==> config.mk <==
export PLATFORM = sky130hd
export DESIGN_NAME = weight_loader
export DESIGN_NICKNAME = d
export VERILOG_FILES = /design/src/common/conv_cfg_pkg.sv /design/src/common/conv_types_pkg.sv /design/src/weight_store/weight_loader.sv
export SDC_FILE = /design/constraint.sdc
export NUM_CORES = 1
export LEC_CHECK = 0
export BUFFER_PORTS_ARGS = -buffer_cell sky130_fd_sc_hd__buf_4
export CAP_MARGIN = 20
export CORE_AREA = 5 5 276 278
export CTS_CLUSTER_SIZE = 10
export DETAILED_ROUTE_END_ITERATION = 7
export DIE_AREA = 0 0 281 283
export SKIP_CTS_REPAIR_TIMING = 1
export SLEW_MARGIN = 0
export SYNTH_ARGS = -nofsm -noshare
export SYNTH_HDL_FRONTEND = slang
export SYNTH_SLANG_ARGS = --single-unit
export TNS_END_PERCENT = 10
==> constraint.sdc <==
create_clock -name clk -period 9.7 [get_ports clk]
set_input_delay 1.94 -clock clk [delete_from_list [all_inputs] [get_ports clk]]
set_output_delay 1.94 -clock clk [all_outputs]
set_load 0.02 [all_outputs]
==> src/common/conv_cfg_pkg.sv <==
/*
 * Geometry and width constants of the convolution row engine.
 * Banks are addressed in words, and all addresses wrap modulo BANK_DEPTH.
 * Legal tap counts are 1 to 32. ACC_W leaves headroom for 32 full-scale taps.
 */

package conv_cfg_pkg;

  // Bank array geometry.
  localparam int N_ROW      = 4;              // Rows of banks, one result per row.
  localparam int N_COL      = 4;              // Columns of banks, one activation per column.
  localparam int N_BANK     = N_ROW * N_COL;  // Total number of weight banks.
  localparam int BANK_IDX_W = 4;              // Width of a bank index on the preload port.

  // Word and address widths.
  localparam int WORD_W     = 16;             // Weight, bias and activation width.
  localparam int BANK_DEPTH = 64;             // Words held by each bank.
  localparam int ADDR_W     = 6;              // Word address width inside a bank.
  localparam int TAP_W      = 6;              // Width of the tap count field.

  // Accumulation and result widths.
  localparam int ACC_W      = 40;             // Internal accumulator width.
  localparam int RES_W      = 32;             // Saturated result width.

  // Saturation limits expressed at accumulator width.
  localparam logic signed [ACC_W-1:0] RES_MAX =
    {{(ACC_W-RES_W+1){1'b0}}, {(RES_W-1){1'b1}}};  // Largest signed 32-bit value.
  localparam logic signed [ACC_W-1:0] RES_MIN =
    {{(ACC_W-RES_W+1){1'b1}}, {(RES_W-1){1'b0}}};  // Smallest signed 32-bit value.

endpackage

==> src/common/conv_types_pkg.sv <==
/*
 * Bus structures and the phase encoding of the convolution row engine.
 * The job command is sampled once on acceptance and may change afterwards.
 * phase_t is shared by the FSM, the tap counter, the loader and the accumulators.
 */

package conv_types_pkg;

  import conv_cfg_pkg::*;

  // One job as issued by the host over the req/ack handshake.
  typedef struct packed {
    logic [ADDR_W-1:0]                base_addr;  // First word of the tap window.
    logic [ADDR_W-1:0]                bias_pos;   // Bias word offset from base_addr.
    logic [TAP_W-1:0]                 n_taps;     // Number of taps, 1 to 32.
    logic signed [N_COL-1:0][WORD_W-1:0] act;     // One activation per column.
  } job_cmd_t;

  // One read request towards a single weight bank.
  typedef struct packed {
    logic              en;    // Read enable.
    logic [ADDR_W-1:0] addr;  // Word address.
  } bank_req_t;

  // One host preload write.
  typedef struct packed {
    logic                  valid;  // Write strobe.
    logic [BANK_IDX_W-1:0] bank;   // Target bank, row * N_COL + column.
    logic [ADDR_W-1:0]     addr;   // Word address inside the bank.
    logic [WORD_W-1:0]     data;   // Weight or bias word.
  } preload_t;

  // Saturated results, one per row.
  typedef struct packed {
    logic signed [N_ROW-1:0][RES_W-1:0] row;
  } row_result_t;

  // Job sequencing phases.
  typedef enum logic [2:0] {
    IDLE,      // Waiting for a request.
    BIAS,      // Column-0 banks read the bias word.
    BIAS_CAP,  // Biases are captured and loaded.
    TAPS,      // One tap read per cycle.
    DRAIN,     // Last products are accumulated.
    DONE       // Results valid and ack raised.
  } phase_t;

endpackage

==> src/weight_store/weight_loader.sv <==
/*
 * Weight loader with bias capture for the convolution row engine.
 * In BIAS only the column-0 bank of each row is read, at base plus bias position.
 * In TAPS every bank is read at the tap address given by the counter.
 * The biases are forwarded straight from the banks during BIAS_CAP.
 */

`timescale 1ns/100ps

module weight_loader
  import conv_cfg_pkg::*, conv_types_pkg::*;
(
  input  logic                           clk,           // Clock.
  input  logic                           rst_n,         // Synchronous reset, active low.
  input  phase_t                         phase_i,       // Current job phase.
  input  logic [ADDR_W-1:0]              base_addr_i,   // Job base address.
  input  logic [ADDR_W-1:0]              bias_pos_i,    // Bias offset from base.
  input  logic [ADDR_W-1:0]              tap_addr_i,    // Running tap address.
  output bank_req_t [N_BANK-1:0]         bank_req_o,    // One request per bank.
  input  logic [N_BANK-1:0][WORD_W-1:0]  bank_rdata_i,  // Read data of each bank.
  output logic [N_BANK-1:0][WORD_W-1:0]  weight_o,      // Weights to the accumulators.
  output logic [N_ROW-1:0][WORD_W-1:0]   bias_o         // One bias per row.
);

  logic [ADDR_W-1:0]            bias_addr;   // Word address of the bias.
  logic [N_ROW-1:0][WORD_W-1:0] bias_in;     // Column-0 read data per row.
  logic [N_ROW-1:0][WORD_W-1:0] bias_q;      // Captured biases.

  // Word addressing, so the offset is added without scaling.
  assign bias_addr = base_addr_i + bias_pos_i;  // Wraps modulo BANK_DEPTH.

  // Request routing for the bias and tap phases.
  always_comb begin
    for (int r = 0; r < N_ROW; r++) begin
      for (int c = 0; c < N_COL; c++) begin
        bank_req_o[r*N_COL+c].en   = 1'b0;       // Banks stay quiet by default.
        bank_req_o[r*N_COL+c].addr = tap_addr_i;
        if (phase_i == BIAS) begin
          bank_req_o[r*N_COL+c].en   = (c == 0);  // Biases live in column 0.
          bank_req_o[r*N_COL+c].addr = bias_addr;
        end else if (phase_i == TAPS) begin
          bank_req_o[r*N_COL+c].en   = 1'b1;      // Full array read per tap.
        end
      end
    end
  end

  // Column-0 read data of each row.
  always_comb begin
    for (int r = 0; r < N_ROW; r++) begin
      bias_in[r] = bank_rdata_i[r*N_COL];
    end
  end

  // Bias register, written once per job.
  always_ff @(posedge clk) begin
    if (!rst_n) begin
      bias_q <= '0;
    end else if (phase_i == BIAS_CAP) begin
      bias_q <= bias_in;                 // Read issued in BIAS lands here.
    end
  end

  // The accumulators load in the same cycle the register captures.
  assign bias_o   = (phase_i == BIAS_CAP) ? bias_in : bias_q;

  // Tap weights go through unchanged.
  assign weight_o = bank_rdata_i;

endmodule

==> metrics.txt <==
outcome completed; WP data arrival 4.07 ns; cell row count 100; Syn Area/Cell 9.56 µm²; CP Max Fanout 44; sequential fraction of the synthesis area 0.221; top_reg_cell synth dfxtp_1; minimum clock period 6.01 ns; Post-Syn Instances 605; Max Slew Vio Count 0; vias in the first global route 3650; CTS tree done; max reg flops 64; largest net degree at the start of global routing 65; Hold Vio Cnt, Final 0; largest area contributor in the netlist buf_4; endpoints failing setup 0; final setup TNS 0 ns; synth top area cells buf_4, dfxtp_1, mux2_4, and2_1, buf_12; global-route wire length before repair 25700 µm; total chip power 0.977 mW; core footprint 73700 µm²; Worst-Skew Late Latency 0.36 ns; vias per inst 2.24; Final Skew 0 ns; H-tree depth 3; PwrDens 140 nW/µm²; die area 79500 µm²; Max Cap Viol 0; R2R Setup Slk 8.87 ns; Final nets 858; CP Capture Type primary output; post-synth cell types 31; initial antenna violation count 1; Static Leakage 3.09 nW; Worst-Margin Slew 0.862 ns; DR WL/cell 12.7 µm; routability cong. 0.699; DRC viols 0; CTS root buffer clkbuf_16; clock transition at the registers of the reported paths 0.06 ns; Crit path required time 7.76 ns; top flop regs bias_q: 64 flops; CTS sink count 64; Syn Nets 890; Slew Limit Headroom 0.426; Layout area overhead 21.0%; Yosys top cell area share 0.467; WS Path Type input port to primary output; number of buffers created by CTS 9; initial detailed-routing violation count 79; mapped cell area 5790 µm²; IO Pins 711; peak supply drop 56.0 µV; Max Buffers Root-to-Sink 2; fillcell total 8533; unrepaired setup endpoints after global routing no; detailed placer's ending HPWL 16200 µm; via count 3466; period utilization 0.619; global route overflow 0; Hold WC Path Type flop to flop; Initial Util 0.0785; Max Freq 167 MHz; EDFF count, synth 0; Total GRT Usage 0.0460; Async SR Flop Fraction 0; crit start category input port; layout cell share with drive strength beyond 1 0.725; die height 283 µm; Syn. warnings 0; Most flops, register bias_q; total wire length 19600 µm; IO Port Bufs 326; DRT Pass-1 Iters 4; register bit total from synthesis 64; Detail Route Antenna Nets 0; DIE WIDTH 281 µm
## cells by family after synthesis
logic type                 share of synthesized area
buffers and inverters                          0.497
and+or+nand+nor                               0.0852
muxes                                          0.165
DFF                                            0.221
AOI/OAI and AO/OA                             0.0121
adders and majority gates                     0.0143
xor gates and xnor gates                     0.00454
## synthesized netlist by cell type (3+ instances only)
| cell | n |
|---|---|
| and2_1 | 61 |
| and2_4 | 3 |
| buf_12 | 6 |
| buf_4 | 360 |
| clkbuf_1 | 6 |
| dfxtp_1 | 64 |
| ha_1 | 5 |
| inv_1 | 3 |
| mux2_2 | 5 |
| mux2_4 | 60 |
| nand2_1 | 4 |
| o21ai_0 | 3 |
| xor2_1 | 3 |
## layout make-up
cell class / count / area [µm²] / area share
multi-input combinational: 163 / 1640 / 0.234
inverter: 3 / 11.3 / 0.00161
sequential: 64 / 1280 / 0.183
tap: 969 / 1210 / 0.173
antenna: 3 / 7.51 / 0.00107
clock inverter: 6 / 116 / 0.0166
clock buffer: 10 / 239 / 0.0341
timing repair buffer: 332 / 2490 / 0.356
## per-layer routing
| metal | global-route usage | routed length (µm) | vias up |
|---|---|---|---|
| li1 | - | - | 1479 |
| met1 | 0.0411 | 6110 | 1444 |
| met2 | 0.0617 | 7630 | 423 |
| met3 | 0.0401 | 4090 | 120 |
| met4 | 0.0430 | 1810 | 0 |
| met5 | 0.00672 | 0 | - |
## where the power goes
group	leakage (nW)	internal [mW]	switching, mW
clock	0.173	0.260	0.149
combinational	2.40	0.135	0.158
sequential	0.520	0.272	0.00256
total	3.09	0.666	0.310
## final timing paths
| path | start | endpoint | cells past startpoint |
|---|---|---|---|
| worst min register to register | bias_q[59]$_SDFF_PN0_ | bias_q[59]$_SDFF_PN0_ | 2 |
| worst min-delay path | bias_q[59]$_SDFF_PN0_ | bias_q[59]$_SDFF_PN0_ | 2 |
| worst max-delay path | phase_i[0] | bias_o[0] | 6 |
| worst max register to register | bias_q[38]$_SDFF_PN0_ | bias_q[38]$_SDFF_PN0_ | 2 |
## cells in the final DEF (no fill, tap or decap)
cell type,count
buf_4,332
dfxtp_1,64
and2_1,61
mux2_4,60
clkbuf_16,9
mux2_2,5
ha_1,5
nand2_1,4
diode_2,3
inv_1,3
xor2_1,3
and2_4,3
bufinv_16,3
clkinv_4,3
nor2b_1,2
nand2b_1,2
o21a_1,2
a21oi_1,2
o21ai_1,2
nor3_1,1
o31ai_2,1
a21o_1,1
o21ai_0,1
nor3b_4,1
nand3_1,1
nand4_1,1
a31oi_1,1
and4_1,1
o31a_1,1
and2_2,1
fa_1,1
clkbuf_8,1
## through the flow
stage	setup slack (ns)	std cells	hold WS (ns)	cell area (µm²)	util
4_1_cts	3.67	1546	0.583	6990	0.0948
2_1_floorplan	3.28	605	0.609	5790	-
6_report	3.69	1550	0.579	7000	0.0950
3_3_place_gp	3.68	1530	0.560	6630	0.0900
3_5_place_dp	3.67	1530	0.565	6630	0.0900
5_1_grt	3.59	1548	0.595	7000	0.0949
## worst max-delay path, stage by stage
cell	delay, ns
buf_4	0.12
nor3b_4	0.17
buf_4	0.40
buf_4	0.70
mux2_2	0.43
buf_4	0.16
No activity file was read; power rests on OpenSTA's default activity.
