--- config.mk ---
export PLATFORM = sky130hd
export DESIGN_NAME = row_accumulator
export DESIGN_NICKNAME = d
export VERILOG_FILES = /design/src/common/conv_cfg_pkg.sv /design/src/common/conv_types_pkg.sv /design/src/source/row_accumulator.sv
export SDC_FILE = /design/constraint.sdc
export NUM_CORES = 2
export LEC_CHECK = 0
export BUFFER_PORTS_ARGS = -buffer_cell sky130_fd_sc_hd__buf_2
export CORE_MARGIN = 1
export CORE_UTILIZATION = 36
export DETAILED_ROUTE_END_ITERATION = 7
export MAX_ROUTING_LAYER = met4
export PLACE_DENSITY_LB_ADDON = 0.08
export SYNTH_ARGS = -nofsm -noshare
export SYNTH_HDL_FRONTEND = slang
export SYNTH_SLANG_ARGS = --single-unit
--- constraint.sdc ---
create_clock -name clk -period 13.1 [get_ports clk]
set_input_delay 2.62 -clock clk [delete_from_list [all_inputs] [get_ports clk]]
set_output_delay 2.62 -clock clk [all_outputs]
set_load 0.02 [all_outputs]
--- src/common/conv_cfg_pkg.sv ---
/*
 * Geometry and width constants of the convolution row engine.
 * Banks are addressed in words, and all addresses wrap modulo BANK_DEPTH.
 * Legal tap counts are 1 to 32. ACC_W leaves headroom for 32 full-scale taps.
 */

package conv_cfg_pkg;

  // Bank array geometry.
  localparam int N_ROW      = 4;              // Rows of banks, one result per row.
  localparam int N_COL      = 4;              // Columns of banks, one activation per column.
  localparam int N_BANK     = N_ROW * N_COL;  // Total number of weight banks.
  localparam int BANK_IDX_W = 4;              // Width of a bank index on the preload port.

  // Word and address widths.
  localparam int WORD_W     = 16;             // Weight, bias and activation width.
  localparam int BANK_DEPTH = 64;             // Words held by each bank.
  localparam int ADDR_W     = 6;              // Word address width inside a bank.
  localparam int TAP_W      = 6;              // Width of the tap count field.

  // Accumulation and result widths.
  localparam int ACC_W      = 40;             // Internal accumulator width.
  localparam int RES_W      = 32;             // Saturated result width.

  // Saturation limits expressed at accumulator width.
  localparam logic signed [ACC_W-1:0] RES_MAX =
    {{(ACC_W-RES_W+1){1'b0}}, {(RES_W-1){1'b1}}};  // Largest signed 32-bit value.
  localparam logic signed [ACC_W-1:0] RES_MIN =
    {{(ACC_W-RES_W+1){1'b1}}, {(RES_W-1){1'b0}}};  // Smallest signed 32-bit value.

endpackage

--- src/common/conv_types_pkg.sv ---
/*
 * Bus structures and the phase encoding of the convolution row engine.
 * The job command is sampled once on acceptance and may change afterwards.
 * phase_t is shared by the FSM, the tap counter, the loader and the accumulators.
 */

package conv_types_pkg;

  import conv_cfg_pkg::*;

  // One job as issued by the host over the req/ack handshake.
  typedef struct packed {
    logic [ADDR_W-1:0]                base_addr;  // First word of the tap window.
    logic [ADDR_W-1:0]                bias_pos;   // Bias word offset from base_addr.
    logic [TAP_W-1:0]                 n_taps;     // Number of taps, 1 to 32.
    logic signed [N_COL-1:0][WORD_W-1:0] act;     // One activation per column.
  } job_cmd_t;

  // One read request towards a single weight bank.
  typedef struct packed {
    logic              en;    // Read enable.
    logic [ADDR_W-1:0] addr;  // Word address.
  } bank_req_t;

  // One host preload write.
  typedef struct packed {
    logic                  valid;  // Write strobe.
    logic [BANK_IDX_W-1:0] bank;   // Target bank, row * N_COL + column.
    logic [ADDR_W-1:0]     addr;   // Word address inside the bank.
    logic [WORD_W-1:0]     data;   // Weight or bias word.
  } preload_t;

  // Saturated results, one per row.
  typedef struct packed {
    logic signed [N_ROW-1:0][RES_W-1:0] row;
  } row_result_t;

  // Job sequencing phases.
  typedef enum logic [2:0] {
    IDLE,      // Waiting for a request.
    BIAS,      // Column-0 banks read the bias word.
    BIAS_CAP,  // Biases are captured and loaded.
    TAPS,      // One tap read per cycle.
    DRAIN,     // Last products are accumulated.
    DONE       // Results valid and ack raised.
  } phase_t;

endpackage

--- src/source/row_accumulator.sv ---
/*
 * Multiply-accumulate for one row of banks.
 * Products of a tap read are added in the cycle after the read, tracked from the phase.
 * The result saturates to the signed 32-bit range and holds until the next job ends.
 */

`timescale 1ns/100ps

module row_accumulator
  import conv_cfg_pkg::*, conv_types_pkg::*;
(
  input  logic                          clk,       // Clock.
  input  logic                          rst_n,     // Synchronous reset, active low.
  input  phase_t                        phase_i,   // Current job phase.
  input  logic [WORD_W-1:0]             bias_i,    // Row bias.
  input  logic [N_COL-1:0][WORD_W-1:0]  weight_i,  // Weights of this row's banks.
  input  logic [N_COL-1:0][WORD_W-1:0]  act_i,     // Job activations.
  output logic signed [RES_W-1:0]       res_o      // Saturated row result.
);

  logic signed [2*WORD_W-1:0] prod [N_COL];  // Per-column products.
  logic signed [ACC_W-1:0]    tap_sum;       // Sum of one tap's products.
  logic signed [ACC_W-1:0]    acc_q;         // Running accumulator.
  logic signed [ACC_W-1:0]    sat;           // Accumulator clamped to 32 bits.
  logic                       tap_vld_q;     // Previous cycle issued a tap read.

  // Four signed products summed at full accumulator width.
  always_comb begin
    tap_sum = '0;
    for (int c = 0; c < N_COL; c++) begin
      prod[c] = $signed(weight_i[c]) * $signed(act_i[c]);
      tap_sum = tap_sum + prod[c];         // Sign-extended before the add.
    end
  end

  // Bank data lags the request by one cycle.
  always_ff @(posedge clk) begin
    if (!rst_n) begin
      tap_vld_q <= 1'b0;
    end else begin
      tap_vld_q <= (phase_i == TAPS);
    end
  end

  always_ff @(posedge clk) begin
    if (!rst_n) begin
      acc_q <= '0;
    end else if (phase_i == BIAS_CAP) begin
      acc_q <= ACC_W'($signed(bias_i));    // Bias is the starting value.
    end else if (tap_vld_q) begin
      acc_q <= acc_q + tap_sum;            // Covers every TAPS cycle and DRAIN.
    end
  end

  // Clamp to the signed result range.
  always_comb begin
    if (acc_q > RES_MAX) begin
      sat = RES_MAX;
    end else if (acc_q < RES_MIN) begin
      sat = RES_MIN;
    end else begin
      sat = acc_q;
    end
  end

  // The accumulator is final in DONE, so the result is stable while ack is high.
  always_ff @(posedge clk) begin
    if (!rst_n) begin
      res_o <= '0;
    end else if (phase_i == DONE) begin
      res_o <= sat[RES_W-1:0];
    end
  end

endmodule

==> impl_metrics.env <==
export IMPL_status="finished, final reports clean"
export IMPL_synth_seq_cells=73
export IMPL_layout_nets=6649
export IMPL_met3_usage_pct=2.03
export IMPL_gp_congestion=0.846
export IMPL_ys_types=71
export IMPL_fillers=13104
export IMPL_path_common_cell="fa_1"
export IMPL_clock_root_buffer="clkbuf_16"
export IMPL_synth_area_leaders="fa_1, inv_1, ha_1"
export IMPL_io_buffers=180
export IMPL_clock_latency_ns=0.36
export IMPL_wl_per_cell_um=19.5
export IMPL_gr_total_overflow=0
export IMPL_min_period_ns=11.25
export IMPL_row_count=131
export IMPL_relSlewSlack_pct=36.5
export IMPL_slew_violations=0
export IMPL_clock_fmax_ghz=0.0889
export IMPL_vias=29907
export IMPL_slowest_delay_ns=0.63
export IMPL_ys_seq_area_share_pct=3.13
export IMPL_syn_nets=6608
export IMPL_top_usage_layer="met2"
export IMPL_grt_first_pass_wirelength_um=209000
export IMPL_cp_arrival_ns=11.45
export IMPL_crit_start="act_i[32]"
export IMPL_synth_ff_type="dfxtp_1"
export IMPL_hp_start="acc_q[14]"
export IMPL_initial_core_util_pct=36.4
export IMPL_cts_resized=0
export IMPL_synth_top_cell_by_area="fa_1"
export IMPL_drv_cap=0
export IMPL_ios=181
export IMPL_hp_class="reg2reg"
export IMPL_drt_total_wl_um=128000
export IMPL_grt_use_met1_pct=32.1
export IMPL_critPathSlowestCell="fa_1"
export IMPL_syn_inst=4780
export IMPL_clk_pin_slew_ns=0.06
export IMPL_cts_sinks=73
export IMPL_drive_gt1_share_pct=4.97
export IMPL_cts_tree="yes"
export IMPL_drc_errors=0
export IMPL_ys_async_sr_fraction_pct=0
export IMPL_synth_top_area_share_pct=58.3
export IMPL_htree_levels=3
export IMPL_ant_nets=0
export IMPL_tightest_slew_ns=0.952
export IMPL_rrSetupSlack_ns=5.38
export IMPL_crit_family="adder cells"
export IMPL_grt_pass1_vias=34186
export IMPL_grt_start_max_net_pins=54
export IMPL_hpwl_um=119000
export IMPL_rsz0062_at_grt="false"
export IMPL_netlist_area_sq_um=46600
export IMPL_viasPerCell=4.55
export IMPL_die_area_sq_um=131000
export IMPL_core_area_sq_um=128000
export IMPL_crit_type="in2reg"
export IMPL_finalSetupTns_ns=0
export IMPL_critPathBufInv=7
export IMPL_synth_warnings=0
export IMPL_fin_skew_ns=0.0101
export IMPL_antenna_found_initial=21
export IMPL_fp_dieW_um=362
export IMPL_hold_viol=0
export IMPL_grt_use_met2_pct=32.7
export IMPL_synth_edf_count=0
export IMPL_period_share_pct=85.9
export IMPL_first_pass_iters=7
export IMPL_rr_startpoint="acc_q[15]"
export IMPL_setup_viol=0
export IMPL_die_h_um=362
export IMPL_initialDrtViolationCount=1253
export IMPL_start_kind="primary input"
export IMPL_cts_hold_buf=0
export IMPL_path_max_fanout=16
export IMPL_grt_usage_pct=21.6
export IMPL_cp_end_kind="flip-flop"
export IMPL_cts_setup_buffers=0
export IMPL_syn_avg_cell_area_sq_um=9.75
export IMPL_area_growth_pct=6.08
export IMPL_cts_made_buffers=9
export IMPL_cts_buffer_depth=2
export IMPL_cp_required_ns=13.30
[flip-flops by register name, summed over array words and instances (netlist names)]
| register | flops |
|---|---|
| acc_q | 40 |
| res_o | 32 |
| tap_vld_q | 1 |
[routing by layer]
layer | up-vias | share of wire, %
met2 | 425 | 44
met3 | 67 | 3.7
met4 | 0 | 1.0
met5 | - | 0
met1 | 15787 | 51
li1 | 13628 | -
[cell usage in the layout (no fill, tap or decap), types with 3 or more instances in the layout]
cell type / count
a21oi_2: 3
o21ai_1: 10
a31oi_1: 7
diode_2: 13
o211a_1: 12
o21ai_0: 54
clkbuf_16: 9
dfxtp_1: 72
buf_4: 11
fa_1: 1358
a311oi_1: 4
o211ai_1: 4
o21ai_2: 5
and2_1: 496
a21oi_1: 81
nand2_1: 537
inv_1: 1393
xnor2_1: 34
nand4_1: 5
a21o_1: 12
mux2i_1: 14
o21bai_1: 7
a211oi_2: 4
o21a_1: 6
a211oi_1: 9
nand2b_1: 50
ha_1: 321
nand3_1: 5
nor2_1: 33
and3_1: 4
nor3_1: 10
nor2b_1: 18
buf_2: 180
[cells in the mapped netlist, types with 7 or more instances]
library cell     n
mux2i_1         14
a21oi_1         81
nand2_1        537
a31oi_1          7
ha_1           321
nand2b_1        50
a21o_1          12
xnor2_1         34
dfxtp_1         73
fa_1          1358
and2_1         496
nor3_1          11
o21ai_0         56
nor2_1          34
o21bai_1         7
o211a_1         12
inv_1         1393
a211oi_1         9
clkbuf_1       151
nor2b_1         18
o21ai_1         10
[stage by stage]
step	instance area (sq um)	cells	setup WS, ns	hold WS [ns]	utilization, %
5_1_grt	49400	6565	1.42	0.509	38.6
3_5_place_dp	49100	6539	1.45	0.472	38.4
2_1_floorplan	46600	4780	2.46	0.448	-
6_report	49500	6567	1.85	0.486	38.6
3_3_place_gp	49100	6539	1.48	0.471	38.4
4_1_cts	49400	6554	1.79	0.488	38.6
[layout make-up]
class                   count  area, sq um  area share (%)
clock inverters             5         56.3           0.114
inverters                1393         5230            10.6
well taps                1729         2160            4.37
multi-input cells        3153        39300            79.4
diodes                     13         32.5          0.0658
clock buffers              10          239           0.483
flip-flops and latches     73         1460            2.96
repair buffers            191          983            1.99
[cells by family (layout without fill, tap and decap cells)]
family,count (synthesis),in the layout,share of synthesized area [%]
AOI/OAI and AO/OA,246,246,3.54
DFF,73,73,3.13
muxes,16,16,0.349
other,0,13,0
adders and majority gates,1679,1679,66.9
and+or+nand+nor,1176,1176,12.7
buffers and inverters,1554,1599,12.6
xor gates and xnor gates,36,36,0.676
[worst reg2reg max path, delay by kind of cell (launching register included)]
family / cells / cell delay [ns]
fa+ha+maj: 10 / 5.09
compound gates: 7 / 1.63
xor+xnor: 1 / 0.14
buf+inv: 6 / 0.36
flops: 1 / 0.35
[worst paths after layout]
kind	end	cells past startpoint
max	acc_q[37]	27
min	res_o[14]	2
max reg2reg	acc_q[37]	24
min reg2reg	res_o[14]	2
Power is left out: the tool's default activity adds up to more than one toggle a clock period on the data nets, which glitch-free logic cannot reach.
