`config.mk`:
```
export PLATFORM = sky130hd
export DESIGN_NAME = weight_bank
export DESIGN_NICKNAME = d
export VERILOG_FILES = /design/src/common/conv_cfg_pkg.sv /design/src/common/conv_types_pkg.sv /design/src/weight_store/weight_bank.sv
export SDC_FILE = /design/constraint.sdc
export NUM_CORES = 1
export LEC_CHECK = 0
export BUFFER_PORTS_ARGS = -buffer_cell sky130_fd_sc_hd__buf_2
export CORE_UTILIZATION = 45
export DETAILED_ROUTE_END_ITERATION = 16
export GPL_TIMING_DRIVEN = 0
export SLEW_MARGIN = 25
export SYNTH_ARGS = -nofsm -noshare
export SYNTH_HDL_FRONTEND = slang
export SYNTH_SLANG_ARGS = --single-unit
```
`constraint.sdc`:
```
create_clock -name clk -period 2.6 [get_ports clk]
set_input_delay 0.26 -clock clk [delete_from_list [all_inputs] [get_ports clk]]
set_output_delay 0.26 -clock clk [all_outputs]
set_load 0.02 [all_outputs]
```
`src/common/conv_cfg_pkg.sv`:
```
/*
 * Geometry and width constants of the convolution row engine.
 * Banks are addressed in words, and all addresses wrap modulo BANK_DEPTH.
 * Legal tap counts are 1 to 32. ACC_W leaves headroom for 32 full-scale taps.
 */

package conv_cfg_pkg;

  // Bank array geometry.
  localparam int N_ROW      = 4;              // Rows of banks, one result per row.
  localparam int N_COL      = 4;              // Columns of banks, one activation per column.
  localparam int N_BANK     = N_ROW * N_COL;  // Total number of weight banks.
  localparam int BANK_IDX_W = 4;              // Width of a bank index on the preload port.

  // Word and address widths.
  localparam int WORD_W     = 16;             // Weight, bias and activation width.
  localparam int BANK_DEPTH = 64;             // Words held by each bank.
  localparam int ADDR_W     = 6;              // Word address width inside a bank.
  localparam int TAP_W      = 6;              // Width of the tap count field.

  // Accumulation and result widths.
  localparam int ACC_W      = 40;             // Internal accumulator width.
  localparam int RES_W      = 32;             // Saturated result width.

  // Saturation limits expressed at accumulator width.
  localparam logic signed [ACC_W-1:0] RES_MAX =
    {{(ACC_W-RES_W+1){1'b0}}, {(RES_W-1){1'b1}}};  // Largest signed 32-bit value.
  localparam logic signed [ACC_W-1:0] RES_MIN =
    {{(ACC_W-RES_W+1){1'b1}}, {(RES_W-1){1'b0}}};  // Smallest signed 32-bit value.

endpackage

```
`src/common/conv_types_pkg.sv`:
```
/*
 * Bus structures and the phase encoding of the convolution row engine.
 * The job command is sampled once on acceptance and may change afterwards.
 * phase_t is shared by the FSM, the tap counter, the loader and the accumulators.
 */

package conv_types_pkg;

  import conv_cfg_pkg::*;

  // One job as issued by the host over the req/ack handshake.
  typedef struct packed {
    logic [ADDR_W-1:0]                base_addr;  // First word of the tap window.
    logic [ADDR_W-1:0]                bias_pos;   // Bias word offset from base_addr.
    logic [TAP_W-1:0]                 n_taps;     // Number of taps, 1 to 32.
    logic signed [N_COL-1:0][WORD_W-1:0] act;     // One activation per column.
  } job_cmd_t;

  // One read request towards a single weight bank.
  typedef struct packed {
    logic              en;    // Read enable.
    logic [ADDR_W-1:0] addr;  // Word address.
  } bank_req_t;

  // One host preload write.
  typedef struct packed {
    logic                  valid;  // Write strobe.
    logic [BANK_IDX_W-1:0] bank;   // Target bank, row * N_COL + column.
    logic [ADDR_W-1:0]     addr;   // Word address inside the bank.
    logic [WORD_W-1:0]     data;   // Weight or bias word.
  } preload_t;

  // Saturated results, one per row.
  typedef struct packed {
    logic signed [N_ROW-1:0][RES_W-1:0] row;
  } row_result_t;

  // Job sequencing phases.
  typedef enum logic [2:0] {
    IDLE,      // Waiting for a request.
    BIAS,      // Column-0 banks read the bias word.
    BIAS_CAP,  // Biases are captured and loaded.
    TAPS,      // One tap read per cycle.
    DRAIN,     // Last products are accumulated.
    DONE       // Results valid and ack raised.
  } phase_t;

endpackage

```
`src/weight_store/weight_bank.sv`:
```
/*
 * Single-port weight bank with a synchronous write and a registered read.
 * Read data appears one cycle after an enabled request and holds otherwise.
 * A write and a read to the same word in one cycle returns the old word.
 */

`timescale 1ns/100ps

module weight_bank
  import conv_cfg_pkg::*, conv_types_pkg::*;
(
  input  logic              clk,        // Clock.
  input  logic              rst_n,      // Synchronous reset, active low.
  input  bank_req_t         rd_i,       // Read request from the loader.
  input  logic              wr_en_i,    // Host write enable for this bank.
  input  logic [ADDR_W-1:0] wr_addr_i,  // Host write address.
  input  logic [WORD_W-1:0] wr_data_i,  // Host write data.
  output logic [WORD_W-1:0] rdata_o     // Registered read data.
);

  logic [WORD_W-1:0] mem_q [BANK_DEPTH];  // Weight storage.

  // Host preload path.
  always_ff @(posedge clk) begin
    if (wr_en_i) begin
      mem_q[wr_addr_i] <= wr_data_i;  // Word written as given by the host.
    end
  end

  // Read port, updated only on an enabled request.
  always_ff @(posedge clk) begin
    if (!rst_n) begin
      rdata_o <= '0;                  // Clean output after reset.
    end else if (rd_i.en) begin
      rdata_o <= mem_q[rd_i.addr];    // Data valid in the next cycle.
    end
  end

endmodule

```
==> impl_metrics.ini, run 1 <==
[layout]
multi_input_area_um2 = 8670
layout_commonest_cell = edfxtp_1
area_growth_pct = 14.3
stdcell_area_um2 = 45800
seqCellArea_um2 = 31100
layout-drive-gt1-share_pct = 28.5
layout_common_cells = edfxtp_1, mux2_2, mux4_2
n_antenna_cell = 0
fillers = 6993
finalNetCount = 2254
final_cells = 3469

[timing]
setup_tns_ps = 0
slew_viol_final = 0
worst_slew_margin_rel_pct = 41.2
setup_viol = 0
max_freq_ghz = 0.386
post-route-min-period_ps = 2590
clock_skew_ps = 14.6
grt_setup_unrepaired = no
setup_ws_ps = 8.43
fin_crit_sh_pct = 99.7
worstMarginPinSlew_ps = 881
timing.hold.ws_ps = 56.1
hold_viol = 0

[detailed_routing]
first_pass_iters = 5
drtIter0Drc = 2132
dr_total_vias = 20100
drt.antenna.violating_nets = 0
wirelength_um = 95900
vias_per_cell = 5.81
drc = 0
routedWlPerCell_um = 27.6

[critical_path]
crit_type = in2reg
startpoint_type = input port
critPathMaxStageDelay_ps = 680
worst_path_max_delay_cell = nor4_1
critPathMostFrequentCell = buf_2
crit_start = rd_i[2]
worstPathArrival_ps = 3090
critPathRequiredTime_ps = 3100
critPathCaptureType = flop
worst-path-buf-inv = 3
crit_family = buffers and inverters
cp_max_fo = 10
crit_chain = buf_2 > buf_2 > clkbuf_1 > mux4_2 > a22o_1 > nor4_1 > o221ai_1
r2r_start = mem_q[39][0]$_DFFE_PP_
regToRegSetupSlack_ps = 350

[synth]
synthCells = 2038
synth_warnings = 0
yosysSeqAreaShare_pct = 77.5
ys_ff_latch = 1040
synth_area_per_cell_um2 = 19.7
syn-num-nets = 2070
synth_cell_types = 30
synth.cell_area_um2 = 40100

[global_routing]
grt.total_usage_pct = 21.5
overflow = 0
grt_antenna_before_repair = 6
grt_pass1_wl_um = 140000
grt_pass1_vias = 20400
grt_max_degree = 65

[placement]
placed_cell_area_um2 = 42500
place_hpwl_um = 64500
portBuffers = 38
dp_cells = 3283
gp_congestion = 0.915
dp_worst_setup_slack_ps = -991

[clock_network]
insertion_delay_ps = 650
path_clk_slew_ps = 60
cts_buffer_depth = 3
post_cts_buffers = 0
cts_tree = done
htreeDepth = 3
cts_root_buffer = clkbuf_16
clock-sinks = 1040
cts-buffers-inserted = 102

[power]
share_seq_of_total_power_pct = 53.5
internal_power_uw = 27600
switching_share_pct = 20.8
powerDensity_nw_per_um2 = 759
p_switching_uw = 7230
leakagePower_uw = 0.0142
pwr-share-clk_pct = 41.5
pwr-share-comb_pct = 5.0
vdd_ir_drop_max_mv = 0.656

[floorplanning]
dieArea_um2 = 90300
coreArea_um2 = 88400
start_util_pct = 45.4
die_w_um = 301
pin_count = 48
die_h_um = 301
std_cell_rows = 109

[worst_hold_path]
holdCritStartpoint = rd_i[6]
hp-class = in2reg

[run]
cap_viol_max_count = 0

[outcome]
outcome = completed
-- metal layers --
layer	track usage, %	share of wire (%)	up-vias
met1	31.1	44	10500
met3	4.26	7.6	144
met5	0	0.060	-
met2	33.8	47	696
met4	5.08	2.2	10
li1	-	-	8779
-- logic make-up after synthesis --
logic type      after synthesis  share of synthesized area [%]
buf+inv                     124                           1.48
compound gates              272                           4.74
flops                      1040                           77.5
simple gates                282                           3.75
mux                         320                           12.6
-- path summary, 6_finish.rpt --
path	endpoint	cells after the start
max reg2reg	rdata_o[0]$_SDFFE_PN0P_	4
min	rdata_o[0]$_SDFFE_PN0P_	3
max	rdata_o[7]$_SDFFE_PN0P_	7
min reg2reg	rdata_o[3]$_SDFFE_PN0P_	2
-- layout make-up --
class,count,area share [%]
Buffer,124,1.31
Tap cell,1165,3.18
Clock buffer,135,6.07
Clock inverter,51,1.06
Timing Repair Buffer,80,1.67
Multi-Input combinational cell,874,18.9
Sequential cell,1040,67.8
-- cell usage after synthesis --
master / n / area (µm²)
a22o_1: 64 / 561
nor4_1: 32 / 200
and3_1: 1 / 6.26
clkbuf_1: 76 / 285
mux2_2: 185 / 2080
mux2_1: 7 / 78.8
or3b_1: 1 / 8.76
nand2b_1: 4 / 25.0
or3_1: 2 / 12.5
o21ai_0: 64 / 320
buf_1: 3 / 11.3
mux4_2: 128 / 2880
buf_4: 1 / 7.51
nor2_1: 69 / 259
nor3b_1: 1 / 7.51
a211oi_1: 64 / 480
edfxtp_1: 1024 / 30700
nand3_1: 7 / 35.0
buf_2: 33 / 165
dfxtp_1: 16 / 320
o22ai_1: 64 / 400
nand2_2: 1 / 6.26
nand4_1: 1 / 6.26
nor3_1: 66 / 330
or2_1: 1 / 6.26
nand3b_1: 19 / 143
o221ai_1: 16 / 140
nand2_1: 9 / 33.8
nor2b_1: 68 / 425
buf_6: 11 / 124
-- power by group through the flow --
stage / logic [µW] / registers [µW] / clock network, µW
finish: 1740 / 18600 / 14400
global route: 1850 / 18600 / 15300
CTS: 1750 / 18600 / 14700
detailed placement: 1730 / 19000 / 0
global placement: 1660 / 19000 / 0
floorplan: 886 / 19000 / 0
-- sequential cells by signal, summed over array words and instances (netlist names) --
register  flops
mem_q      1024
rdata_o      16
-- stage by stage --
| step | power (µW) | utilization [%] |
|---|---|---|
| 2_1_floorplan | 19800 | - |
| 3_3_place_gp | 20600 | 47.3 |
| 3_5_place_dp | 20700 | 48.1 |
| 4_1_cts | 35000 | 51.8 |
| 5_1_grt | 35800 | 51.9 |
| 6_report | 34800 | 51.9 |
-- tightest hold or removal path, cell delays in order --
cell and delay, ps:
buf_2 160, nand3b_1 170, o221ai_1 70
-- timing repair --
item | in CTS | in global routing
hold endpoints to repair | 0 | 0
pin swaps | 0 | 0
hold buffers | 0 | 0
gates resized for setup | 9 | 7
setup endpoints to repair | 12 | 4
Note: power is estimated with default switching activity, not from simulation.
==> inputs of run 2 (changes only) <==
RECOVER_POWER = 25   (was default)
==> impl_metrics.ini, run 2 (synthesized netlist as in run 1, its figures left out) <==
[clock_network]
cts-buffers-inserted = 102
cts_buffer_depth = 3
clock-sinks = 1040
cts_tree = done
post_cts_buffers = 0
htreeDepth = 3
path_clk_slew_ps = 60
cts_root_buffer = clkbuf_16
hold_buffers = 0
insertion_delay_ps = 650

[floorplanning]
die_w_um = 301
coreArea_um2 = 88400
std_cell_rows = 109
pin_count = 48
start_util_pct = 45.4
dieArea_um2 = 90300
die_h_um = 301

[layout]
stdcell_area_um2 = 45800
largest_reg_flops = 1024
n_antenna_cell = 0
finalNetCount = 2254
layout_commonest_cell = edfxtp_1
reg_top3 = mem_q: 1024 flops, rdata_o: 16 flops
layout-drive-gt1-share_pct = 28.4
largest-register = mem_q
area_growth_pct = 14.2
layout_common_cells = edfxtp_1, mux2_2, mux4_2
finish.utilization_pct = 51.8

[detailed_routing]
dr_total_vias = 20100
drc = 0
drt.antenna.violating_nets = 0
wirelength_um = 95900
routedWlPerCell_um = 27.6
drtIter0Drc = 2071
vias_per_cell = 5.80
first_pass_iters = 5

[timing]
worstMarginPinSlew_ps = 2810
max_freq_ghz = 0.382
post-route-min-period_ps = 2620
clock_skew_ps = 13.9
fin_crit_sh_pct = 101
hold_viol = 0
grt_setup_unrepaired = no
setup_ws_ps = -20.7
setup_viol = 2
slew_viol_final = 454
worst_slew_margin_rel_pct = -87.1

[critical_path]
reg2reg_depth = 4
cp_max_fo = 10
critPathMostFrequentCell = buf_2
worst-path-buf-inv = 3
crit_family = buffers and inverters
worstPathArrival_ps = 3100
worst_path_max_delay_cell = nor4_2
startpoint_type = input port
r2r_start = mem_q[38][3]$_DFFE_PP_
path_depth = 8
critPathRequiredTime_ps = 3080
endpoint = rdata_o[3]$_SDFFE_PN0P_
critPathMaxStageDelay_ps = 720
crit_start = rd_i[2]
critPathCaptureType = flop
reg2reg_to = rdata_o[3]$_SDFFE_PN0P_
crit_type = in2reg
regToRegSetupSlack_ps = 320
crit_chain = buf_2 > clkbuf_1 > buf_2 > mux2_2 > o22ai_1 > nor3_1 > nor4_2 > o221ai_1

[placement]
portBuffers = 38
placed_cell_area_um2 = 42500
gp_congestion = 0.915
dp_worst_setup_slack_ps = -991
place_hpwl_um = 64500

[global_routing]
grt_pass1_vias = 20400
grt_pass1_wl_um = 140000
grt.total_usage_pct = 21.5
grt_antenna_before_repair = 6
overflow = 0
grt_max_degree = 65

[worst_hold_path]
hp-class = in2reg
hold_depth = 3

[outcome]
outcome = finished, violations left
violations = max-capacitance violations, max-slew violations, negative setup slack

[run]
cap_viol_max_count = 7

[power]
powerDensity_nw_per_um2 = 760
leakagePower_uw = 0.0142
vdd_ir_drop_max_mv = 0.648
==> run 2: layout make-up <==
class | count | area, µm²
Fill cell | 6997 | 42600
Sequential cell | 1040 | 31100
Multi-Input combinational cell | 874 | 8670
Clock buffer | 135 | 2780
Tap cell | 1165 | 1460
Timing Repair Buffer | 80 | 728
Buffer | 124 | 601
Clock inverter | 51 | 485
==> run 2: worst register-to-register path: cells and delay by family (launching register included) <==
kind             cells  cell delay [ps]
AND/OR/NAND/NOR      1              690
flip-flops           1              370
multiplexers         1              460
AO/OA/AOI/OAI        2              600
==> run 2: worst min-delay path by stage <==
| stage | start | endpoint | slack (ps) |
|---|---|---|---|
| after global routing | rd_i[6] | rdata_o[0]$_SDFFE_PN0P_ | 30 |
| after floorplan | wr_data_i[0] | mem_q[0][0]$_DFFE_PP_ | 360 |
| final | rd_i[6] | rdata_o[0]$_SDFFE_PN0P_ | 50 |
| after detailed placement | rdata_o[2]$_SDFFE_PN0P_ | rdata_o[2]$_SDFFE_PN0P_ | 520 |
| after CTS | rd_i[6] | rdata_o[0]$_SDFFE_PN0P_ | 10 |
| after global placement | rdata_o[3]$_SDFFE_PN0P_ | rdata_o[3]$_SDFFE_PN0P_ | 510 |
==> run 2: stage by stage <==
stage	total power, µW	cells	setup TNS (ps)	hold WS (ps)
after global routing	35800	3469	0	35.0
after global placement	20600	3241	-271030	508
after CTS	35000	3469	0	13.9
after floorplan	19800	2038	0	359
final	34800	3469	-21.9	51.5
after detailed placement	20700	3283	-17820	517
==> run 2: layer usage <==
metal | track usage [%] | up-vias | routed length (µm)
met5 | 0 | - | 58
met4 | 5.08 | 10 | 2130
met3 | 4.26 | 138 | 7020
met2 | 33.8 | 684 | 44700
met1 | 31.1 | 10500 | 42000
li1 | - | 8779 | -
==> run 2: power by group <==
| group | switching, µW | leakage [µW] | internal, µW |
|---|---|---|---|
| Combinational | 1170 | 0.00322 | 562 |
| Clock | 6000 | 0.00159 | 8460 |
| Sequential | 64.2 | 0.00934 | 18600 |
| Total | 7230 | 0.0142 | 27600 |
==> run 2: timing repair <==
action                     in CTS  in global routing
gates resized for setup         9                  7
pin swaps                       0                  0
setup endpoints to repair      12                  4
