**src/common/conv_cfg_pkg.sv**
```systemverilog
/*
 * Geometry and width constants of the convolution row engine.
 * Banks are addressed in words, and all addresses wrap modulo BANK_DEPTH.
 * Legal tap counts are 1 to 32. ACC_W leaves headroom for 32 full-scale taps.
 */

package conv_cfg_pkg;

  // Bank array geometry.
  localparam int N_ROW      = 4;              // Rows of banks, one result per row.
  localparam int N_COL      = 4;              // Columns of banks, one activation per column.
  localparam int N_BANK     = N_ROW * N_COL;  // Total number of weight banks.
  localparam int BANK_IDX_W = 4;              // Width of a bank index on the preload port.

  // Word and address widths.
  localparam int WORD_W     = 16;             // Weight, bias and activation width.
  localparam int BANK_DEPTH = 64;             // Words held by each bank.
  localparam int ADDR_W     = 6;              // Word address width inside a bank.
  localparam int TAP_W      = 6;              // Width of the tap count field.

  // Accumulation and result widths.
  localparam int ACC_W      = 40;             // Internal accumulator width.
  localparam int RES_W      = 32;             // Saturated result width.

  // Saturation limits expressed at accumulator width.
  localparam logic signed [ACC_W-1:0] RES_MAX =
    {{(ACC_W-RES_W+1){1'b0}}, {(RES_W-1){1'b1}}};  // Largest signed 32-bit value.
  localparam logic signed [ACC_W-1:0] RES_MIN =
    {{(ACC_W-RES_W+1){1'b1}}, {(RES_W-1){1'b0}}};  // Smallest signed 32-bit value.

endpackage

```
**src/common/conv_types_pkg.sv**
```systemverilog
/*
 * Bus structures and the phase encoding of the convolution row engine.
 * The job command is sampled once on acceptance and may change afterwards.
 * phase_t is shared by the FSM, the tap counter, the loader and the accumulators.
 */

package conv_types_pkg;

  import conv_cfg_pkg::*;

  // One job as issued by the host over the req/ack handshake.
  typedef struct packed {
    logic [ADDR_W-1:0]                base_addr;  // First word of the tap window.
    logic [ADDR_W-1:0]                bias_pos;   // Bias word offset from base_addr.
    logic [TAP_W-1:0]                 n_taps;     // Number of taps, 1 to 32.
    logic signed [N_COL-1:0][WORD_W-1:0] act;     // One activation per column.
  } job_cmd_t;

  // One read request towards a single weight bank.
  typedef struct packed {
    logic              en;    // Read enable.
    logic [ADDR_W-1:0] addr;  // Word address.
  } bank_req_t;

  // One host preload write.
  typedef struct packed {
    logic                  valid;  // Write strobe.
    logic [BANK_IDX_W-1:0] bank;   // Target bank, row * N_COL + column.
    logic [ADDR_W-1:0]     addr;   // Word address inside the bank.
    logic [WORD_W-1:0]     data;   // Weight or bias word.
  } preload_t;

  // Saturated results, one per row.
  typedef struct packed {
    logic signed [N_ROW-1:0][RES_W-1:0] row;
  } row_result_t;

  // Job sequencing phases.
  typedef enum logic [2:0] {
    IDLE,      // Waiting for a request.
    BIAS,      // Column-0 banks read the bias word.
    BIAS_CAP,  // Biases are captured and loaded.
    TAPS,      // One tap read per cycle.
    DRAIN,     // Last products are accumulated.
    DONE       // Results valid and ack raised.
  } phase_t;

endpackage

```
**src/source/job_fsm.sv**
```systemverilog
/*
 * Job sequencer with a four-phase req/ack handshake.
 * Latency from the accepting edge to ack high is n_taps + 4 cycles.
 * The host may raise req again only after ack is low. A tap count of zero is illegal.
 */

`timescale 1ns/100ps

module job_fsm
  import conv_types_pkg::*;
(
  input  logic     clk,         // Clock.
  input  logic     rst_n,       // Synchronous reset, active low.
  input  logic     req_i,       // Host request.
  input  job_cmd_t cmd_i,       // Host command, valid with req_i.
  input  logic     last_tap_i,  // Last tap read this cycle.
  output phase_t   phase_o,     // Current phase.
  output job_cmd_t cmd_o,       // Latched command.
  output logic     ack_o        // Host acknowledge.
);

  phase_t   state_q;   // Current phase.
  job_cmd_t cmd_q;     // Command held for the whole job.
  logic     accept;    // A new job is taken this cycle.

  // ack is always low in IDLE, so a request here is a fresh one.
  assign accept = (state_q == IDLE) && req_i;

  always_ff @(posedge clk) begin
    if (!rst_n) begin
      state_q <= IDLE;
      ack_o   <= 1'b0;
    end else begin
      case (state_q)
        IDLE: begin
          if (accept) begin
            state_q <= BIAS;            // Bias read goes out next cycle.
          end
        end
        BIAS:     state_q <= BIAS_CAP;  // Bank answers one cycle later.
        BIAS_CAP: state_q <= TAPS;
        TAPS: begin
          if (last_tap_i) begin
            state_q <= DRAIN;           // Final products still to add.
          end
        end
        DRAIN:    state_q <= DONE;
        DONE: begin
          if (!ack_o) begin
            ack_o <= 1'b1;              // Results are registered on this edge.
          end else if (!req_i) begin
            ack_o   <= 1'b0;            // Host has released, close the handshake.
            state_q <= IDLE;
          end
        end
        default: state_q <= IDLE;
      endcase
    end
  end

  // Command capture on acceptance only.
  always_ff @(posedge clk) begin
    if (accept) begin
      cmd_q <= cmd_i;                   // Host may change cmd_i after this.
    end
  end

  assign phase_o = state_q;
  assign cmd_o   = cmd_q;

endmodule

```
**config.mk**
```make
export PLATFORM = sky130hd
export DESIGN_NAME = job_fsm
export DESIGN_NICKNAME = d
export VERILOG_FILES = /design/src/common/conv_cfg_pkg.sv /design/src/common/conv_types_pkg.sv /design/src/source/job_fsm.sv
export SDC_FILE = /design/constraint.sdc
export NUM_CORES = 1
export LEC_CHECK = 0
export ABC_AREA = 1
export BUFFER_PORTS_ARGS = -buffer_cell sky130_fd_sc_hd__buf_2
export CAP_MARGIN = 20
export CORE_MARGIN = 2
export CORE_UTILIZATION = 45
export DETAILED_ROUTE_END_ITERATION = 7
export HOLD_SLACK_MARGIN = 0.12
export PLACE_DENSITY = 0.9
export SETUP_SLACK_MARGIN = 0.2
export SLEW_MARGIN = 5
export SYNTH_ARGS = -nofsm -noshare
export SYNTH_HDL_FRONTEND = slang
export SYNTH_SLANG_ARGS = --single-unit
```
**constraint.sdc**
```tcl
create_clock -name clk -period 25.1 [get_ports clk]
set_input_delay 0 -clock clk [delete_from_list [all_inputs] [get_ports clk]]
set_output_delay 0 -clock clk [all_outputs]
set_load 0.005 [all_outputs]
```
==> impl_metrics.tcl, run 1 <==
set metrics [dict create \
    worst_setup_path_start_kind "flop" \
    ir_drop_mv 0.05407 \
    period_minus_slack_ps 1614 \
    grt_use_total 0.2346 \
    clockBufferDepth 2 \
    drt-initial-drc-count 138 \
    chipWidth_um 81.46 \
    crit_type "reg -> reg" \
    cap_viol_max_count 0 \
    clk_latency_ps 340 \
    cts_root_buf "clkbuf_8" \
    io_buffers 171 \
    period_share 0.06429 \
    synth.most_common_cell "edfxtp_1" \
    routed_via_density 4.533 \
    clock-sinks 86 \
    grt_max_degree 42 \
    netlist.top_cell.by_area "edfxtp_1" \
    dr.pass1.iters 6 \
    setup_ws_ps 23490 \
    ys_top_cells_by_count "82 x edfxtp_1, 7 x inv_1, 6 x nand2_1" \
    rsz0062_at_grt "no" \
    cts_setup_buffers 0 \
    async_flop_share 0 \
    fin_nets 473 \
    fillers 310 \
    drc 0 \
    syn_inst 118 \
    skew_ps 10.17 \
    drive_gt1_frac 0.4949 \
    slowest_delay_ps 510 \
    path_buf_inv 1 \
    grt-ovfl-total 0 \
    slew_viol_final 0 \
    dp_slack_ps 23510 \
    cts_buffers 9 \
    wire_per_inst_um 16.33 \
    report.power.total_uw 333.6 \
    hold_class "in -> reg" \
    grt_pass1_wl_um 10730 \
    cts.htree.levels 3 \
    netlist_area_mm2 0.002700 \
    hpwl_um 4333 \
    fin_cells 467 \
    critPathTopFamily "buffers and inverters" \
    status "finished, final reports clean" \
    synth_area_leaders "edfxtp_1 91%, dfxtp_1 3.0%, inv_1 0.97%" \
    powerDensity_mw_per_mm2 70.43 \
    syn_nets 204 \
    synth_edf_count 82 \
    synth_seq_cells 86 \
    ios 172 \
    crit_slowest_cell "buf_4" \
    ys_warn_count 0 \
    grt_pass1_vias 2151 \
    setup_viol 0 \
    antenna_found_initial 0 \
    cp.arrival_ps 1590 \
    tightest_slew_ps 514.6 \
    routabilityCongestion 0.7821 \
    cts_tree "built" \
    rows 28 \
    fmax_mhz 619.7 \
    crit_required_ps 25080 \
    die_h_um 81.46 \
    path_clk_slew_ps 90 \
    leakagePower_nw 2.050 \
    dieArea_mm2 0.006636 \
    syn_area_per_cell_um2 22.88 \
    fin_setup_tns_ps 0 \
    drt_wl_total_um 7624 \
    max-slew-margin-rel 0.6569 \
    dp.cells 366 \
    ys.flop_type "edfxtp_1" \
    area_delta_synth_final_pct 75.44 \
    via_count 2117 \
    ant_nets 0 \
    cp-end-kind "flop" \
    hold_violations 0 \
    synth.distinct_cells 17 \
    synth.yosys.seq_area_share 0.9416 \
    start_util 0.4615 \
    post-route-util 0.8097 \
    cp_cell_sequence "nor4_2 -> buf_4" \
    synth_top_area_frac 0.9120 \
    coreArea_mm2 0.005851 \
    diodes 0 \
    crit_fanout 41 \
]
## worst paths after layout
kind	slack, ps	end	cells after the start	from
setup / recovery	23490	cmd_o[26]	2	phase_o[2]
hold / removal	370	cmd_o[29]	2	cmd_i[29]
setup reg to reg	23490	cmd_o[26]	2	phase_o[2]
hold reg to reg	690	ack_o	3	ack_o
## power breakdown
part	total, mW	leakage, nW	switching [mW]	internal, mW
clock	0.104	0.110	0.0452	0.0586
sequential	0.182	0.807	0.00515	0.177
combinational	0.0477	1.13	0.0232	0.0245
total	0.334	2.05	0.0735	0.260
## area by class of cell
cell class | instances | area, um2 | area share
clock buffer | 12 | 145.1 | 0.03064
clock inverter | 4 | 70.07 | 0.01479
inverter | 8 | 30.03 | 0.006339
multi-input combinational | 24 | 133.9 | 0.02826
sequential | 86 | 2542 | 0.5367
tap | 75 | 93.84 | 0.01981
timing repair buffer | 258 | 1722 | 0.3634
## placed cells by master, fill, tap and decap left out
cell	n
buf_2	171
dlygate4sd3_1	85
edfxtp_1	82
clkbuf_8	10
inv_1	7
nand2_1	6
nor2_1	4
dfxtp_1	4
nand3_1	2
nor2_2	2
o21ai_0	2
clkbuf_1	2
bufinv_16	2
clkinv_2	2
buf_4	2
nor4_2	1
inv_2	1
a31oi_1	1
nand3_2	1
nand2_2	1
a21oi_2	1
a21oi_1	1
o21a_1	1
o21bai_1	1
## layer usage
layer  vias to the layer above  part of all wire  global-route usage
met3                        31             0.091             0.06154
met2                       151              0.51              0.4180
met5                         -                 0                   0
li1                        982                 -                   -
met1                       953              0.36              0.2554
met4                         0             0.038              0.1237
## kinds of logic (layout without fill, tap and decap cells)
logic type,count (synthesis),after routing,share of synthesized area
flip-flops,86,86,0.9416
AND/OR/NAND/NOR,17,17,0.03058
buffers and inverters,8,282,0.01112
AO/OA/AOI/OAI,7,7,0.01668
## sequential cells by signal, indices dropped and copies added, names as in the netlist
| signal | flops |
|---|---|
| cmd_o | 82 |
| phase_o | 3 |
| ack_o | 1 |
## worst register-to-register path, stage by stage (launching register included)
cell and delay, ps:
dfxtp_1 390, nor4_2 340, buf_4 510
## stage by stage
stage	hold slack [ps]	area, um2
finish	366.5	4737
global route	356.2	4737
CTS	342.4	4737
detailed placement	178.1	3671
global placement	176.8	3671
floorplan	97.63	2700
## what timing repair did
action | 4_1_cts | 5_1_grt
setup endpoints to repair | 0 | 0
endpoints found under the hold margin | 86 | 0
gates resized for setup | 0 | 0
hold buffers | 85 | 0
No activity file was read; power rests on OpenSTA's default activity.
==> inputs of run 2 (changes only) <==
CORE_UTILIZATION = 42   (was 45)
PLACE_DENSITY = 0.85   (was 0.9)
clock period = 1.7 ns   (was 25.1 ns; I/O delays follow)
==> run 2 against run 1 <==
Compared with the run above: global-route usage is 1.6 points lower; critical path depth grew 4; largest power group unchanged; via count rose by 0.99%; die area is 6.8% higher; non-clock buffer count rose by 3; setup slack got worse by 23000 ps; sequential cell count stayed put; clock-buffer cell count fell by 2.
==> impl_metrics.tcl, run 2 (same netlist as run 1, synthesis figures left out) <==
set metrics [dict create \
    status "finished, final reports clean" \
    hold_class "in -> reg" \
    cp-startpoint "req_i" \
    p_comb_frac 0.157 \
    crit_type "in -> reg" \
    fmax_mhz 693.7 \
    cts.htree.levels 3 \
    period_minus_slack_ps 1441 \
    period_share 0.8479 \
    crit_required_ps 1740 \
    coreArea_mm2 0.006277 \
    ios 172 \
    cts_tree "built" \
    final_common_cell "buf_2" \
    switching_share 0.2358 \
    hold_start "cmd_i[59]" \
    r2r_cells 3 \
    drive_gt1_frac 0.5013 \
    setup_viol 0 \
    layout_common_cells "171 x buf_2, 85 x dlygate4sd3_1, 82 x edfxtp_1" \
    crit_fanout 34 \
    area_delta_synth_final_pct 77.06 \
    clock-sinks 86 \
    seqPwrFrac 0.557 \
    max-slew-margin-rel 0.7843 \
    post-route-util 0.7616 \
    rows 29 \
    io_buffers 171 \
    routed_via_density 4.530 \
    rsz0062_at_grt "no" \
    grt_pass1_wl_um 11320 \
    grt_max_degree 49 \
    hpwl_um 4417 \
    p_int_mw 3.693 \
    wire_per_inst_um 16.46 \
    leakagePower_nw 2.057 \
    cp-end-kind "flop" \
    routabilityCongestion 0.7304 \
    grt_use_total 0.2183 \
    slew_viol_final 0 \
    drt-initial-drc-count 86 \
    fin_area_mm2 0.004781 \
    ir_drop_mv 0.6429 \
    r2r-end "cmd_o[14]" \
    skew_ps 7.749 \
    cp_cell_sequence "dlygate4sd3_1 -> buf_2 -> inv_1 -> nor4_4 -> buf_4 -> buf_12" \
    reg2reg_from "phase_o[0]" \
    die_h_um 84.18 \
    crit_slowest_cell "dlygate4sd3_1" \
    ant_nets 0 \
    drc 0 \
    chipWidth_um 84.18 \
    holdPathEnd "cmd_o[59]" \
    rrSetupSlack_ps 310 \
    worst_setup_path_start_kind "primary input" \
    cts_root_buf "clkbuf_8" \
    dr.pass1.iters 4 \
    cp.arrival_ps 1480 \
    tightest_slew_ps 323.1 \
    fin_nets 476 \
    cts_buffers 9 \
    drt_wl_total_um 7771 \
    largest_register_ffs 82 \
    diodes 0 \
    grt-ovfl-total 0 \
    hold_violations 0 \
    slowest_delay_ps 550 \
    via_count 2138 \
    dieArea_mm2 0.007086 \
    p_sw_mw 1.140 \
    path_clk_slew_ps 90 \
    grt_pass1_vias 2220 \
    dpl_cell_area_mm2 0.003709 \
    start_util 0.4301 \
    clk_latency_ps 350 \
    report.power.total_mw 4.833 \
    antenna_found_initial 0 \
    cap_viol_max_count 0 \
    powerDensity_mw_per_mm2 1011 \
    hold_path_depth 2 \
    clockBufferDepth 2 \
    clkPwrFrac 0.286 \
]
==> run 2: worst max-delay path, delay by kind of cell <==
kind                   cells  cell delay [ps]
and+or+nand+nor            1              300
buffers and inverters      5             1160
==> run 2: metal layers <==
| metal | GRT usage | vias up | wire (um) | share of wire |
|---|---|---|---|---|
| met3 | 0.08850 | 14 | 639 | 0.082 |
| met4 | 0.08944 | 0 | 138 | 0.018 |
| met5 | 0 | - | 0 | 0 |
| met2 | 0.3990 | 119 | 4345 | 0.56 |
| met1 | 0.2188 | 1011 | 2648 | 0.34 |
| li1 | - | 994 | - | - |
==> run 2: worst max path at each step <==
stage	endpoint	slack, ps	cells past startpoint
2_1_floorplan	cmd_o[0]	-1800	1
3_3_place_gp	cmd_o[61]	340	2
3_5_place_dp	cmd_o[30]	300	2
4_1_cts	cmd_o[78]	270	5
5_1_grt	cmd_o[22]	220	6
6_report	cmd_o[14]	260	6
==> run 2: per-stage QoR <==
| stage | instances | hold WS (ps) | setup TNS (ps) | setup slack (ps) |
|---|---|---|---|---|
| 6_report | 472 | 354.5 | 0 | 258.5 |
| 5_1_grt | 472 | 322.8 | 0 | 222.1 |
| 4_1_cts | 469 | 341.9 | 0 | 267.0 |
| 3_5_place_dp | 368 | 178.1 | 0 | 301.1 |
| 3_3_place_gp | 368 | 176.3 | 0 | 337.7 |
| 2_1_floorplan | 118 | 97.63 | -147300 | -1796 |
==> run 2: timing repair <==
item	in CTS	in global routing
buffers inserted	0	2
hold endpoints to repair	86	0
hold buffers	85	0
endpoints found under the setup margin	0	48
gates resized for setup	0	1
==> run 2: area by class of cell <==
class                   count  area [um2]
flip-flops and latches     86        2544
repair buffers            261        1778
fillers                   368        1496
multi-input cells          24       142.6
clock buffers              10       127.6
well taps                  77       96.34
clock inverters             6       62.56
inverters                   8       30.03
==> run 2: power groups by stage <==
stage | Clock (mW) | Combinational (mW) | Sequential [mW]
detailed placement | 0 | 0.573 | 2.73
global route | 1.53 | 0.818 | 2.71
floorplan | 0 | 0.145 | 2.78
finish | 1.38 | 0.759 | 2.69
CTS | 1.40 | 0.725 | 2.68
global placement | 0 | 0.552 | 2.72
==> inputs of run 3 (changes only) <==
CORE_UTILIZATION = 38   (was 42)
PLACE_DENSITY = 0.82   (was 0.85)
clock period = 1.2 ns   (was 1.7 ns; I/O delays follow)
==> run 3 against run 2 <==
Compared with the run above: the flow now finishes with violations (negative setup slack); clock-buffer cell count down 1; final cell count increased by 6.6%; non-clock buffer count is 12 higher; register-to-register slack worse by 400 ps; combinational power rose by 75%; die area grew 10%; critical path type is now reg -> reg; critical endpoint is now phase_o[2]; largest power group unchanged; highest routed layer unchanged.
==> impl_metrics.tcl, run 3 (same netlist as run 1, synthesis figures left out) <==
set metrics [dict create \
    status "finished, violations left" \
    violations "negative setup slack" \
    endpoint "phase_o[2]" \
    dp.cells 396 \
    io_buffers 171 \
    post-route-util 0.7346 \
    crit_required_ps 1430 \
    diodes 0 \
    antenna_found_initial 0 \
    use_met3 0.05504 \
    die_h_um 88.30 \
    drc 0 \
    gr-usage-met2 0.3917 \
    hpwl_um 4701 \
    setup_viol 85 \
    multi_input_area_um2 226.5 \
    path_clk_slew_ps 90 \
    dr.pass1.iters 4 \
    dieArea_mm2 0.007796 \
    hold_violations 0 \
    cts_tree "built" \
    reg2reg_from "phase_o[0]" \
    report.power.total_mw 7.044 \
    period_share 1.074 \
    fillers 445 \
    powerDensity_mw_per_mm2 1404 \
    routed_via_density 4.374 \
    fin_setup_tns_ps -5601 \
    max-slew-margin-rel 0.8001 \
    slew_viol_final 0 \
    wire_per_inst_um 16.70 \
    cp.arrival_ps 1520 \
    regArea_mm2 0.002546 \
    cap_viol_max_count 0 \
    rrSetupSlack_ps -90 \
    setup_ws_ps -88.96 \
    cts_buffers 9 \
    slowest_delay_ps 360 \
    rows 30 \
    cp_cell_sequence "buf_4 -> buf_6 -> buf_8 -> nor2_4 -> o21ai_0 -> o21bai_1 -> nand2_1 -> inv_1" \
    worst_setup_path_start_kind "flop" \
    crit_fanout 5 \
    period_minus_slack_ps 1289 \
    largest_register_ffs 82 \
    routabilityCongestion 0.6422 \
    cts_root_buf "clkbuf_8" \
    clockBufferDepth 2 \
    met1_usage 0.1861 \
    cts.htree.levels 3 \
    final_common_cell "buf_2" \
    busiest_layer "met2" \
    grt_pass1_wl_um 11180 \
    fmax_mhz 775.8 \
    timing.hold.ws_ps 374.6 \
    layout_common_cells "170 x buf_2, 86 x dlygate4sd3_1, 82 x edfxtp_1" \
    via_count 2200 \
    drt_wl_total_um 8400 \
    r2r-end "phase_o[2]" \
    start_util 0.3952 \
    grt_max_degree 29 \
    fin_cells 503 \
    ios 172 \
    skew_ps 6.296 \
    coreArea_mm2 0.006832 \
    grt_pass1_vias 2337 \
    cp-end-kind "flop" \
    crit_slowest_cell "dfxtp_2" \
    r2r_cells 8 \
    fin_nets 488 \
    leakagePower_nw 2.153 \
    hold_class "in -> reg" \
    ir_drop_mv 0.8775 \
    drt-initial-drc-count 81 \
    cp-startpoint "phase_o[0]" \
    crit_type "reg -> reg" \
    tightest_slew_ps 296.8 \
    clock-sinks 86 \
    area_delta_synth_final_pct 85.87 \
    drive_gt1_frac 0.5430 \
    ant_nets 0 \
    grt_use_total 0.1970 \
    clk_latency_ps 330 \
    rsz0062_at_grt "yes" \
    grt-ovfl-total 0 \
    chipWidth_um 88.30 \
]
==> run 3: changes by cell type in the layout (fill, tap and decap cells not counted), sizes merged <==
cell and delta:
clkinv +1, buf +11, clkbuf -1, dlygate4sd3 +1
==> run 3: worst max-delay path: cells and delay by family, from the launching register on <==
family,cells,cell delay (ps)
flops,1,360
simple gates,2,120
compound gates,2,360
buf+inv,4,360
==> run 3: power by group <==
group,total [mW],switching [mW],leakage (nW),internal [mW]
Sequential,3.80,0.101,0.809,3.70
Clock,1.92,0.971,0.0880,0.945
Combinational,1.33,0.613,1.26,0.712
Total,7.04,1.68,2.15,5.36
==> run 3: worst min path at each step <==
| stage | from | endpoint | slack (ps) | cells past startpoint |
|---|---|---|---|---|
| 2_1_floorplan | rst_n | phase_o[2] | 100 | 2 |
| 3_3_place_gp | cmd_i[30] | cmd_o[30] | 180 | 1 |
| 3_5_place_dp | cmd_i[1] | cmd_o[1] | 180 | 1 |
| 4_1_cts | cmd_i[74] | cmd_o[74] | 350 | 2 |
| 5_1_grt | cmd_i[49] | cmd_o[49] | 360 | 2 |
| 6_report | cmd_i[49] | cmd_o[49] | 370 | 2 |
==> run 3: metal layers <==
| metal | vias up | wire (um) | part of all wire |
|---|---|---|---|
| li1 | 1015 | - | - |
| met5 | - | 0 | 0 |
| met3 | 22 | 743 | 0.088 |
| met4 | 0 | 267 | 0.032 |
| met1 | 1035 | 2672 | 0.32 |
| met2 | 128 | 4717 | 0.56 |
==> run 3: area by class of cell <==
type                       instances  area share
clock buffer                       9     0.02468
clock inverter                     7     0.01296
inverter                           8    0.006482
multi-input combinational         24     0.04513
sequential                        86      0.5074
tap                               96     0.02393
timing repair buffer             273      0.3795
==> run 3: metrics by stage <==
step                      instance area, um2  setup slack (ps)
after floorplan                         2716             -2296
after global placement                  3800            -75.80
after detailed placement                3800            -85.73
after CTS                               4896            -83.54
after global routing                    5019            -149.1
final                                   5019            -88.96
==> run 3: what timing repair did <==
| action | in CTS | in global routing |
|---|---|---|
| endpoints found under the setup margin | 86 | 89 |
| setup buffers | 1 | 3 |
| gates resized for setup | 12 | 16 |
| hold buffers | 86 | 0 |
| gates cloned | 0 | 1 |
| pin swaps | 4 | 7 |
| hold endpoints to repair | 86 | 0 |
